===== src/verilog/vid_defines.svh =====
`ifndef VID_DEFINES_SVH
`define VID_DEFINES_SVH

// ----------------------------------------
// Result buffering
// ----------------------------------------

`define VID_FIFO_DEPTH  8     // Result FIFO entries
`define VID_FIFO_AW     3     // FIFO address width
`define VID_CSC_LAT     5     // Converter latency in cycles

// ----------------------------------------
// Conversion coefficients, scaled by 128
// ----------------------------------------

`define VID_K_Y         149
`define VID_K_CB_G      51
`define VID_K_CB_B      256
`define VID_K_CR_R      204
`define VID_K_CR_G      104

// Offsets and final scaling
`define VID_Y_FLOOR     16    // Black level of luma
`define VID_C_MID       128   // Chroma zero point
`define VID_ROUND       64    // Half LSB after the shift
`define VID_SHIFT       7

`endif


===== src/verilog/vid_pkg.sv =====
package vid_pkg;

	// ----------------------------------------
	// Stream word types
	// ----------------------------------------

	// 4:2:2 input word, Cb in the top byte
	typedef struct packed
	{
		logic [7:0] cb;
		logic [7:0] y0;
		logic [7:0] cr;
		logic [7:0] y1;
	} ycc422_pair_t;

	// One pixel on its way into the converter
	typedef struct packed
	{
		logic [7:0] y;     // Luma already selected from the pair
		logic [7:0] cb;
		logic [7:0] cr;
		logic       phase; // 0 for Y0, 1 for Y1
	} ycc_pix_t;

	// Converted output pixel
	typedef struct packed
	{
		logic [7:0] r;
		logic [7:0] g;
		logic [7:0] b;
	} rgb_pix_t;

endpackage


===== src/verilog/vid_422_unpack.sv =====
`timescale 1ns/1ns

module vid_422_unpack
	import vid_pkg::*;
(
	input  logic         clk,
	input  logic         rst,

	// Four-phase input
	input  logic         in_req,
	output logic         in_ack,
	input  ycc422_pair_t in_data,

	// To converter
	output ycc_pix_t     pix,
	output logic         pix_valid,

	// From output side
	input  logic         credit
);

	// ----------------------------------------
	// Handshake FSM
	// ----------------------------------------

	localparam logic HS_IDLE = 1'b0;
	localparam logic HS_ACK  = 1'b1;

	logic         hs_state;
	logic         take_word;

	// Word holder
	ycc422_pair_t hold;
	logic         hold_full;
	logic         hold_phase;

	// Only accept a new word when the holder has drained
	assign take_word = (hs_state == HS_IDLE) && in_req && !hold_full;

	always_ff @(posedge clk)
	begin
		if (rst)
			hs_state <= HS_IDLE;
		else
		begin
			case (hs_state)
				HS_IDLE:
					if (take_word)
						hs_state <= HS_ACK;
				HS_ACK:
					if (!in_req)
						hs_state <= HS_IDLE; // Source released, drop ack
				default:
					hs_state <= HS_IDLE;
			endcase
		end
	end

	assign in_ack = (hs_state == HS_ACK);

	// ----------------------------------------
	// Holder and pixel issue
	// ----------------------------------------

	always_ff @(posedge clk)
	begin
		if (take_word)
			hold <= in_data;
	end

	always_ff @(posedge clk)
	begin
		if (rst)
		begin
			hold_full  <= 1'b0;
			hold_phase <= 1'b0;
		end
		else if (take_word)
		begin
			hold_full  <= 1'b1;
			hold_phase <= 1'b0; // Y0 goes first
		end
		else if (pix_valid)
		begin
			if (hold_phase)
				hold_full <= 1'b0; // Y1 issued, pair done
			hold_phase <= ~hold_phase;
		end
	end

	// Issue only while the output side has room reserved
	assign pix_valid = hold_full && credit;

	always_comb
	begin
		pix.y     = hold_phase ? hold.y1 : hold.y0;
		pix.cb    = hold.cb;   // Chroma is shared by both pixels
		pix.cr    = hold.cr;
		pix.phase = hold_phase;
	end

endmodule


===== src/verilog/vid_csc_top.sv =====
`timescale 1ns/1ns

module vid_csc_top
	import vid_pkg::*;
(
	input  logic         clk,
	input  logic         rst,

	// YCbCr pair source
	input  logic         in_req,
	output logic         in_ack,
	input  ycc422_pair_t in_data,

	// RGB pixel sink
	output logic         out_req,
	input  logic         out_ack,
	output rgb_pix_t     out_data
);

	ycc_pix_t pix;
	logic     pix_valid;
	logic     credit;
	rgb_pix_t rgb;
	logic     rgb_valid;

	vid_422_unpack unpack_inst (
		.clk       (clk),
		.rst       (rst),
		.in_req    (in_req),
		.in_ack    (in_ack),
		.in_data   (in_data),
		.pix       (pix),
		.pix_valid (pix_valid),
		.credit    (credit)
	);

	vid_ycbcr2rgb csc_inst (
		.clk       (clk),
		.rst       (rst),
		.pix       (pix),
		.pix_valid (pix_valid),
		.rgb       (rgb),
		.rgb_valid (rgb_valid)
	);

	// Same strobe also reserves a FIFO slot
	vid_rgb_out out_inst (
		.clk       (clk),
		.rst       (rst),
		.rgb       (rgb),
		.rgb_valid (rgb_valid),
		.pix_valid (pix_valid),
		.credit    (credit),
		.out_req   (out_req),
		.out_ack   (out_ack),
		.out_data  (out_data)
	);

endmodule


===== src/verilog/vid_rgb_out.sv =====
`timescale 1ns/1ns

`include "vid_defines.svh"

module vid_rgb_out
	import vid_pkg::*;
(
	input  logic     clk,
	input  logic     rst,

	// From converter
	input  rgb_pix_t rgb,
	input  logic     rgb_valid,

	// Reservation strobe and credit back to input side
	input  logic     pix_valid,
	output logic     credit,

	// Four-phase output
	output logic     out_req,
	input  logic     out_ack,
	output rgb_pix_t out_data
);

	localparam int AW = `VID_FIFO_AW;
	localparam int CW = `VID_FIFO_AW + 1;
	localparam int IW = $clog2(`VID_CSC_LAT + 1);

	localparam logic [1:0] TX_IDLE = 2'd0;
	localparam logic [1:0] TX_REQ  = 2'd1;
	localparam logic [1:0] TX_DONE = 2'd2;

	rgb_pix_t        fifo_mem [`VID_FIFO_DEPTH];
	logic [AW-1:0]   wr_ptr;
	logic [AW-1:0]   rd_ptr;
	logic [CW-1:0]   count;
	logic [IW-1:0]   inflight;
	logic [CW:0]     reserved;
	logic [1:0]      tx_state;
	logic            pop;

	// ----------------------------------------
	// Result FIFO
	// ----------------------------------------

	always_ff @(posedge clk)
	begin
		if (rgb_valid)
			fifo_mem[wr_ptr] <= rgb;
	end

	always_ff @(posedge clk)
	begin
		if (rst)
		begin
			wr_ptr <= '0;
			rd_ptr <= '0;
			count  <= '0;
		end
		else
		begin
			if (rgb_valid)
				wr_ptr <= wr_ptr + 1'b1;
			if (pop)
				rd_ptr <= rd_ptr + 1'b1;
			case ({rgb_valid, pop})
				2'b10:   count <= count + 1'b1;
				2'b01:   count <= count - 1'b1;
				default: count <= count;
			endcase
		end
	end

	// Pixels between issue and FIFO write
	always_ff @(posedge clk)
	begin
		if (rst)
			inflight <= '0;
		else
		begin
			case ({pix_valid, rgb_valid})
				2'b10:   inflight <= inflight + 1'b1;
				2'b01:   inflight <= inflight - 1'b1;
				default: inflight <= inflight;
			endcase
		end
	end

	assign reserved = {1'b0, count} + (CW + 1)'(inflight);
	assign credit   = reserved < `VID_FIFO_DEPTH; // Room for one more

	// ----------------------------------------
	// Output handshake
	// ----------------------------------------

	assign pop = (tx_state == TX_REQ) && out_ack;

	always_ff @(posedge clk)
	begin
		if (rst)
			tx_state <= TX_IDLE;
		else
		begin
			case (tx_state)
				TX_IDLE: if (count != '0) tx_state <= TX_REQ;
				TX_REQ:  if (out_ack) tx_state <= TX_DONE;  // Sink took the head
				TX_DONE: if (!out_ack) tx_state <= TX_IDLE;
				default: tx_state <= TX_IDLE;
			endcase
		end
	end

	assign out_req  = (tx_state == TX_REQ);
	assign out_data = fifo_mem[rd_ptr]; // Head stays put until popped

endmodule


===== src/verilog/vid_ycbcr2rgb.sv =====
`timescale 1ns/1ns

`include "vid_defines.svh"

module vid_ycbcr2rgb
	import vid_pkg::*;
(
	input  logic     clk,
	input  logic     rst,

	// Pixel in
	input  ycc_pix_t pix,
	input  logic     pix_valid,

	// Pixel out, 5 cycles later
	output rgb_pix_t rgb,
	output logic     rgb_valid
);

	// Wide enough for Y at 255 plus full positive Cb term
	localparam int SUM_W = 18;

	localparam logic signed [SUM_W-1:0] K_Y    = `VID_K_Y;
	localparam logic signed [SUM_W-1:0] K_CB_G = `VID_K_CB_G;
	localparam logic signed [SUM_W-1:0] K_CB_B = `VID_K_CB_B;
	localparam logic signed [SUM_W-1:0] K_CR_R = `VID_K_CR_R;
	localparam logic signed [SUM_W-1:0] K_CR_G = `VID_K_CR_G;
	localparam logic signed [SUM_W-1:0] ROUND  = `VID_ROUND;

	// Scale down and clamp to 0..255
	function automatic logic [7:0] sat8(input logic signed [SUM_W-1:0] s);
		logic signed [SUM_W-1:0] q;
		q = s >>> `VID_SHIFT;
		if (q < 0)
			sat8 = 8'h00;
		else if (q > 255)
			sat8 = 8'hff;
		else
			sat8 = q[7:0];
	endfunction

	// Stage 1: floored luma minus black level, centred chroma
	logic        [7:0]       y_1;
	logic signed [8:0]       cb_1;
	logic signed [8:0]       cr_1;

	// Stage 2: products
	logic signed [SUM_W-1:0] py_2;
	logic signed [SUM_W-1:0] pcr_r_2;
	logic signed [SUM_W-1:0] pcb_g_2;
	logic signed [SUM_W-1:0] pcr_g_2;
	logic signed [SUM_W-1:0] pcb_b_2;

	// Stage 3: green intermediate, others delayed
	logic signed [SUM_W-1:0] py_3;
	logic signed [SUM_W-1:0] pcr_r_3;
	logic signed [SUM_W-1:0] pcb_b_3;
	logic signed [SUM_W-1:0] g_mid_3;

	// Stage 4: final sums
	logic signed [SUM_W-1:0] r_sum_4;
	logic signed [SUM_W-1:0] g_sum_4;
	logic signed [SUM_W-1:0] b_sum_4;

	logic                    v_1;
	logic                    v_2;
	logic                    v_3;
	logic                    v_4;

	// ----------------------------------------
	// Valid chain
	// ----------------------------------------

	always_ff @(posedge clk)
	begin
		if (rst)
		begin
			v_1       <= 1'b0;
			v_2       <= 1'b0;
			v_3       <= 1'b0;
			v_4       <= 1'b0;
			rgb_valid <= 1'b0;
		end
		else
		begin
			v_1       <= pix_valid;
			v_2       <= v_1;
			v_3       <= v_2;
			v_4       <= v_3;
			rgb_valid <= v_4;
		end
	end

	// ----------------------------------------
	// Data path
	// ----------------------------------------

	always_ff @(posedge clk)
	begin
		// Luma below 16 is clamped to black
		if (pix.y[7:4] == 4'h0)
			y_1 <= 8'd0;
		else
			y_1 <= pix.y - 8'(`VID_Y_FLOOR);
		cb_1 <= $signed({1'b0, pix.cb}) - 9'(`VID_C_MID);
		cr_1 <= $signed({1'b0, pix.cr}) - 9'(`VID_C_MID);

		py_2    <= K_Y * $signed({1'b0, y_1});
		pcr_r_2 <= K_CR_R * cr_1;
		pcb_g_2 <= K_CB_G * cb_1;
		pcr_g_2 <= K_CR_G * cr_1;
		pcb_b_2 <= K_CB_B * cb_1;

		py_3    <= py_2 + ROUND; // Rounding folded into the luma term
		pcr_r_3 <= pcr_r_2;
		pcb_b_3 <= pcb_b_2;
		g_mid_3 <= pcb_g_2 + pcr_g_2;

		r_sum_4 <= py_3 + pcr_r_3;
		g_sum_4 <= py_3 - g_mid_3;
		b_sum_4 <= py_3 + pcb_b_3;

		rgb.r   <= sat8(r_sum_4);
		rgb.g   <= sat8(g_sum_4);
		rgb.b   <= sat8(b_sum_4);
	end

endmodule

===== config.mk =====
export PLATFORM = sky130hd
export DESIGN_NAME = vid_csc_top
export DESIGN_NICKNAME = d
export VERILOG_FILES = /design/src/verilog/vid_pkg.sv /design/src/verilog/vid_422_unpack.sv /design/src/verilog/vid_csc_top.sv /design/src/verilog/vid_rgb_out.sv /design/src/verilog/vid_ycbcr2rgb.sv
export VERILOG_INCLUDE_DIRS = /design/src /design/src/verilog
export SDC_FILE = /design/constraint.sdc
export NUM_CORES = 1
export LEC_CHECK = 0
export BUFFER_PORTS_ARGS = -buffer_cell sky130_fd_sc_hd__buf_2
export CAP_MARGIN = 20
export CORE_MARGIN = 10
export CORE_UTILIZATION = 58
export CTS_CLUSTER_SIZE = 8
export DETAILED_ROUTE_END_ITERATION = 6
export GPL_TIMING_DRIVEN = 0
export PLACE_DENSITY = 0.74
export SYNTH_ARGS = -nofsm -noshare
export SYNTH_HDL_FRONTEND = slang
export SYNTH_SLANG_ARGS = --single-unit

===== constraint.sdc =====
create_clock -name clk -period 11.92 [get_ports clk]
set_clock_uncertainty 0.2 [all_clocks]
set_input_delay 0.596 -clock clk [delete_from_list [all_inputs] [get_ports clk]]
set_output_delay 0.596 -clock clk [all_outputs]
set_load 0.005 [all_outputs]

==> flow_summary.ini, run 1 <==
[global_route]
grt_antenna_before_repair = 0
grt_max_degree = 25
grt_overflow = 0
grt_pass1_vias = 12116
grt_pass1_wl_mm = 62.2
grt.total_usage_pct = 18.6

[synth]
synth-seq-cells = 457
synth_seq_area_share_pct = 57.2
ys_async_sr_fraction_pct = 0
ys.warnings.count = 0
syn_avg_cell_area_sq_um = 13.6
synthesis.nets = 1723
synth-edff-count = 224
ys_types = 64
ys.flop_type = dfxtp_1
netlist_area_sq_um = 19900
syn_inst = 1460

[floorplanning]
pin_count = 62
die_y_microns = 205
dieWidth_microns = 205
num_rows = 67
dieArea_sq_um = 42100
start_util_pct = 59.1
core_area_sq_um = 33700

[drt]
wire_per_inst_microns = 18.0
drtIter0Drc = 458
routed_wl_mm = 37.9
vias_per_cell = 5.41
antenna_left = 0
post-route-drc-count = 0
first_pass_iters = 5
vias = 11417

[clocking]
clock_path_buffers = 3
htreeDepth = 3
cts_buffers = 67
cts_resized = 0
clkSinkCount = 457
cts_setup_buffers = 0
clock_latency_ns = 0.56
cts_tree = yes
clock-root-buffer = clkbuf_16
cts_hold_buf = 27
clk_pin_slew_ns = 0.05

[placed_design]
dp_cells = 1976
io_buffers = 61
post-dp-hpwl_mm = 24.7
gp_congestion = 0.846

[flow_run]
cap_viol_max_count = 0

[power_and_ir_drop]
intPower_mw = 3.91
p_switching_mw = 1.78
power_frac_clock_pct = 30.4
leakage_nw = 9.41
vdd_drop_max_mv = 0.141
pwr-share-seq_pct = 39.8
swShare_pct = 31.3
p_comb_share_pct = 29.8
power_density_nw_per_um2 = 246

[sta]
period_minus_slack_ns = 4.59
setup_tns_ns = 0
relSlewSlack_pct = 36.0
slew_violations = 0
finalSetupViolCount = 0
hold_viol = 0
fin_crit_sh_pct = 38.5
grt_setup_unrepaired = false
fmax_ghz = 0.218
worstMarginPinSlew_ns = 0.954

[layout]
multi_input_area_sq_um = 8020
drive_gt1_share_pct = 15.0
mostFrequentLayoutCells = dfxtp_1 (233), edfxtp_1 (224), ha_1 (182)
num_antenna_cells = 0
stdcell_count = 2110
final_common_cell = dfxtp_1
fillers = 2370
fin_nets = 1888
seq_area_sq_um = 11400
layout-area-overhead-vs-synth_pct = 16.3
utilization_pct = 68.7

[worst_hold_path]
min_to = unpack_inst.pix[2]
hp-class = in2reg
hold_depth = 1
min_from = in_data[9]

[critical_path]
timing.rr.end = csc_inst.pcr_r_2[16]
rr_worst_depth = 14
crit_top_cell = inv_1
crit_slowest_cell = dfxtp_1
critPathLaunchType = flip-flop
cp-end-kind = flip-flop
r2r_start = csc_inst.cr_1[7]
arrival_ns = 4.85
cpPeakStageDelay_ns = 0.87
crit_chain = clkbuf_1 -> inv_1 -> fa_1 -> inv_1 -> ha_1 -> inv_1 -> fa_1 -> inv_1 -> ha_1 -> and3_1 -> a211oi_1 -> o21bai_1 -> a21oi_1 -> xnor2_1
crit_required_ns = 12.18
reg2reg_slack_ns = 7.33
worstSetupPathType = reg2reg
crit_fanout = 14

[run_status]
status = completed
-- power by group through the flow --
stage / clock (mW) / combinational, mW / sequential, mW
after floorplan: 0 / 1.37 / 2.20
after global placement: 0 / 1.63 / 2.27
after detailed placement: 0 / 1.66 / 2.29
after CTS: 1.76 / 1.70 / 2.26
after global routing: 1.83 / 1.93 / 2.30
final: 1.73 / 1.70 / 2.26
-- layout make-up --
type	count	share of cell area, %
plain buffers	23	0.394
clock buffers	98	7.83
well taps	448	2.42
clock inverters	8	0.643
repair buffers	96	2.86
multi-input cells	855	34.6
flip-flops and latches	457	49.2
inverters	125	2.03
-- worst max-delay path by stage --
stage,from,endpoint,slack [ns],cells after the start
after floorplan,csc_inst.cr_1[7],csc_inst.pcr_r_2[16],7.73,14
after global placement,in_req,unpack_inst.pix[8],7.25,3
after detailed placement,csc_inst.cr_1[7],csc_inst.pcr_r_2[16],7.30,14
after CTS,csc_inst.cr_1[7],csc_inst.pcr_r_2[16],7.28,14
after global routing,csc_inst.cr_1[7],csc_inst.pcr_r_2[16],6.88,14
final,csc_inst.cr_1[7],csc_inst.pcr_r_2[16],7.33,14
-- stage by stage --
step	total power, mW	setup slack (ns)	hold WS (ns)	instance area (sq um)
after global routing	6.06	6.88	0.0111	23200
final	5.69	7.33	0.0220	23200
after CTS	5.72	7.28	0.000283	23100
after detailed placement	3.95	7.30	0.112	20900
after floorplan	3.57	7.73	0.110	19900
after global placement	3.90	7.25	0.112	20800
-- layer usage --
metal	GRT usage, %	wire (microns)	vias to the layer above
met1	22.3	15900	5535
met4	7.11	1050	0
met3	3.11	1530	80
met5	0	0	-
li1	-	-	5548
met2	32.9	19500	254
-- state kept, by name, summed over array words and instances, names as in the netlist, 2 cells and up, named ones only --
name               cells
out_inst.fifo_mem    192
csc_inst.rgb          24
csc_inst.g_mid_3      18
csc_inst.py_3         17
csc_inst.pcb_g_2      16
csc_inst.pcr_r_2      16
csc_inst.pcr_r_3      16
csc_inst.py_2         16
unpack_inst.hold      16
unpack_inst.pix       16
csc_inst.pcr_g_2      13
csc_inst.b_sum_4      11
csc_inst.g_sum_4      11
csc_inst.r_sum_4      11
csc_inst.cb_1          8
csc_inst.cr_1          8
csc_inst.y_1           8
csc_inst.pcb_b_2       7
csc_inst.pcb_b_3       7
out_inst.count         4
out_inst.inflight      3
out_inst.rd_ptr        3
out_inst.wr_ptr        3
out_inst.tx_state      2
-- kinds of logic (layout without fill, tap and decap cells) --
logic type	Yosys count	after routing	share of synthesized area [%]
flip-flops	457	457	57.2
XOR/XNOR	99	99	4.35
multiplexers	84	84	7.40
AO/OA/AOI/OAI	182	182	6.18
adder cells (fa/ha/maj)	227	227	16.0
AND/OR/NAND/NOR	263	263	6.08
buffers and inverters	148	350	2.82
-- synth_stat cells, drive strengths merged (4+ instances only) --
library cell | instances | share of area [%]
o21bai | 7 | 0.26
nand3 | 24 | 0.60
o211ai | 4 | 0.18
nand2b | 10 | 0.31
or2 | 4 | 0.13
xnor2 | 67 | 2.9
ha | 182 | 11
xor2 | 32 | 1.4
a21o | 18 | 0.68
mux2 | 25 | 1.4
and3 | 8 | 0.25
mux4 | 48 | 5.4
nor2 | 126 | 2.4
nor2b | 24 | 0.75
edfxtp | 224 | 34
o21a | 10 | 0.38
nand2 | 32 | 0.60
nor3 | 21 | 0.53
buf | 10 | 0.21
clkbuf | 13 | 0.25
inv | 125 | 2.4
a21boi | 5 | 0.21
o21ai | 31 | 0.78
o41ai | 5 | 0.39
dfxtp | 233 | 23
fa | 45 | 4.5
mux2i | 11 | 0.55
a21oi | 66 | 1.7
a31oi | 4 | 0.13
a211oi | 8 | 0.35
-- critical path: cells and delay by family (launching register included) --
family,cells,cell delay (ns)
fa+ha+maj,4,1.70
flops,1,0.87
buf+inv,5,0.79
compound gates,3,0.61
simple gates,1,0.21
xor+xnor,1,0.13
(Power assumes the default switching activity.)
==> run 2: changes to the inputs <==
- ABC_AREA: unset -> 1
- clock period: 11.92 -> 4.75 ns (I/O delays scaled with it)
==> run 2 against run 1 <==
  * Clock power increased by 150%
  * Utilization shrank 0.18 points
  * Hold slack gained 0.095 ns
  * Critical path depth up 2
  * Routed wire length up 18%
  * Die area is 5.5% higher
  * Cell count rose by 30%
  * Synthesized cell count up 42%
  * Register-to-register slack got worse by 6.7 ns
  * Sequential power increased to 2.5 times the previous value
  * Via count is 29% higher
  * Critical path type unchanged
  * Largest cell class unchanged
  * Highest routed layer unchanged
==> flow_summary.ini, run 2 <==
[sta]
fmax_ghz = 0.241
hold_viol = 0
worstMarginPinSlew_ns = 0.893
slew_violations = 0
finalSetupViolCount = 0
grt_setup_unrepaired = false
setup_tns_ns = 0
relSlewSlack_pct = 40.3
period_minus_slack_ns = 4.15
fin_crit_sh_pct = 87.4

[synth]
synth-edff-count = 224
synth-seq-cells = 457
ys_types = 40
ys.flop_type = dfxtp_1
syn_inst = 2077
netlist_area_sq_um = 21100
ys_async_sr_fraction_pct = 0
synth_top_cell_by_area = edfxtp_1
ys.warnings.count = 0
syn_avg_cell_area_sq_um = 10.2
synth_seq_area_share_pct = 53.9
synth_area_leaders = edfxtp_1 (32%), dfxtp_1 (22%), ha_1 (11%)
synthesis.nets = 2340
synth_top_area_share_pct = 31.8
synth_common_cells = nand2_1 (365), inv_1 (254), nor2_1 (239)
yosysMostFrequentCell = nand2_1

[critical_path]
worstSetupPathType = reg2reg
timing.rr.end = csc_inst.pcr_r_2[17]
crit_fanout = 11
crit_slowest_cell = dfxtp_1
rr_worst_depth = 16
cp-end-kind = flip-flop
reg2reg_slack_ns = 0.60
cp-endpoint = csc_inst.pcr_r_2[17]
cpPeakStageDelay_ns = 0.64
arrival_ns = 4.40
crit_chain = buf_8 -> inv_1 -> fa_1 -> inv_1 -> ha_1 -> inv_1 -> fa_1 -> inv_1 -> ha_1 -> nand2_1 -> nand2_1 -> o21bai_1 -> a21oi_1 -> nand2_1 -> nand2_1 -> nand2_1
crit_required_ns = 5.00
crit_top_cell = nand2_1
critical_path_buf_inv_count = 5
startpoint = csc_inst.cr_1[7]
crit_cells = 16
crit_family = adder cells
r2r_start = csc_inst.cr_1[7]
critPathLaunchType = flip-flop

[floorplanning]
pin_count = 62
dieWidth_microns = 211
die_y_microns = 211
num_rows = 69
core_area_sq_um = 35700
dieArea_sq_um = 44500
start_util_pct = 59.1

[drt]
post-route-drc-count = 0
wire_per_inst_microns = 16.2
drtIter0Drc = 892
antenna_left = 0
routed_wl_mm = 44.6
vias_per_cell = 5.34
first_pass_iters = 6
vias = 14681

[run_status]
status = completed

[placed_design]
gp_congestion = 0.913
io_buffers = 61
placed_cell_area_sq_um = 22200
post-dp-hpwl_mm = 31.5

[global_route]
grt_overflow = 0
grt_pass1_wl_mm = 73.0
grt_max_degree = 25
grt_pass1_vias = 15094
grt_antenna_before_repair = 1
grt.total_usage_pct = 20.3

[clocking]
clock_path_buffers = 3
clk_pin_slew_ns = 0.05
cts_buffers = 67
clock_latency_ns = 0.57
htreeDepth = 3
clock-root-buffer = clkbuf_16
cts_tree = yes
clkSinkCount = 457

[flow_run]
cap_viol_max_count = 0

[layout]
top_regs = out_inst.fifo_mem x192, csc_inst.rgb x24, csc_inst.g_mid_3 x18
mostFrequentLayoutCells = nand2_1 (365), inv_1 (254), dfxtp_1 (233)
largest_reg_flops = 192
final_common_cell = nand2_1
utilization_pct = 68.5
fin_area_sq_um = 24500
drive_gt1_share_pct = 8.44
max_flop_register = out_inst.fifo_mem
fin_nets = 2516
layout-area-overhead-vs-synth_pct = 16.0

[power_and_ir_drop]
vdd_drop_max_mv = 0.434
leakage_nw = 11.0
power_density_nw_per_um2 = 634
power_mw = 15.5

[worst_hold_path]
hp-class = reg2reg
run 2: cell types whose count changed after synthesis, sizes merged, moves of 53 or more:
| cell | delta |
|---|---|
| inv | +132 |
| nand2 | +333 |
| nand3 | +53 |
| nor2 | +116 |
| o21ai | +67 |
| xnor2 | -53 |
run 2: cell families after synthesis:
| kind of cell | synth area share [%] |
|---|---|
| and+or+nand+nor | 13.5 |
| DFF | 53.9 |
| AOI/OAI and AO/OA | 8.44 |
| buffers and inverters | 5.68 |
| adders and majority gates | 15.0 |
| xor gates and xnor gates | 3.28 |
| muxes | 0.0948 |
run 2: final cells by class:
class	count	area [sq um]
Fill cell	2660	11200
Clock buffer	98	1870
Timing Repair Buffer	107	835
Sequential cell	457	11400
Buffer	41	235
Multi-Input combinational cell	1322	8560
Tap cell	461	577
Clock inverter	5	58.8
Antenna cell	1	2.50
Inverter	257	965
run 2: where the power goes:
| part | leakage, nW | total, mW | internal (mW) | switching [mW] |
|---|---|---|---|---|
| Clock | 0.931 | 4.30 | 2.69 | 1.61 |
| Sequential | 3.99 | 5.73 | 5.18 | 0.554 |
| Combinational | 6.09 | 5.49 | 2.10 | 3.39 |
| Total | 11.0 | 15.5 | 9.97 | 5.55 |
run 2: worst min path at each step:
stage	from	to	slack, ns	cells after the start
floorplan	csc_inst.pcb_g_2[0]	csc_inst.g_mid_3[0]	0.11	0
global placement	csc_inst.pcb_b_2[11]	csc_inst.pcb_b_3[11]	0.11	0
detailed placement	csc_inst.pcb_b_2[11]	csc_inst.pcb_b_3[11]	0.11	0
CTS	csc_inst.pcr_r_2[7]	csc_inst.pcr_r_3[7]	0.12	0
global route	csc_inst.py_2[3]	csc_inst.py_3[3]	0.13	0
finish	csc_inst.pcr_r_2[7]	csc_inst.pcr_r_3[7]	0.12	0
run 2: metrics by stage:
| step | hold WS, ns | setup WS, ns | instances |
|---|---|---|---|
| floorplan | 0.110 | 0.787 | 2077 |
| global placement | 0.111 | 0.259 | 2599 |
| detailed placement | 0.112 | 0.173 | 2609 |
| CTS | 0.122 | 0.0527 | 2747 |
| global route | 0.128 | 0.324 | 2749 |
| finish | 0.117 | 0.599 | 2749 |
run 2: worst register-to-register path, stage by stage (launching register included):
cell,delay (ns)
dfxtp_1,0.64
buf_8,0.23
inv_1,0.25
fa_1,0.62
inv_1,0.05
ha_1,0.27
inv_1,0.05
fa_1,0.50
inv_1,0.05
ha_1,0.35
nand2_1,0.09
nand2_1,0.06
o21bai_1,0.17
a21oi_1,0.22
nand2_1,0.10
nand2_1,0.09
nand2_1,0.09
run 2: repair_timing:
action,4_1_cts,5_1_grt
buffers inserted,0,0
hold buffers,35,0
resized for setup,0,0
hold endpoints to repair,54,0
run 2: per-layer routing:
| metal | track usage (%) | wire [microns] | vias up |
|---|---|---|---|
| li1 | - | - | 7311 |
| met1 | 22.9 | 18000 | 6841 |
| met2 | 37.0 | 22900 | 427 |
| met3 | 3.68 | 2340 | 102 |
| met4 | 8.69 | 1300 | 0 |
| met5 | 0 | 0 | - |
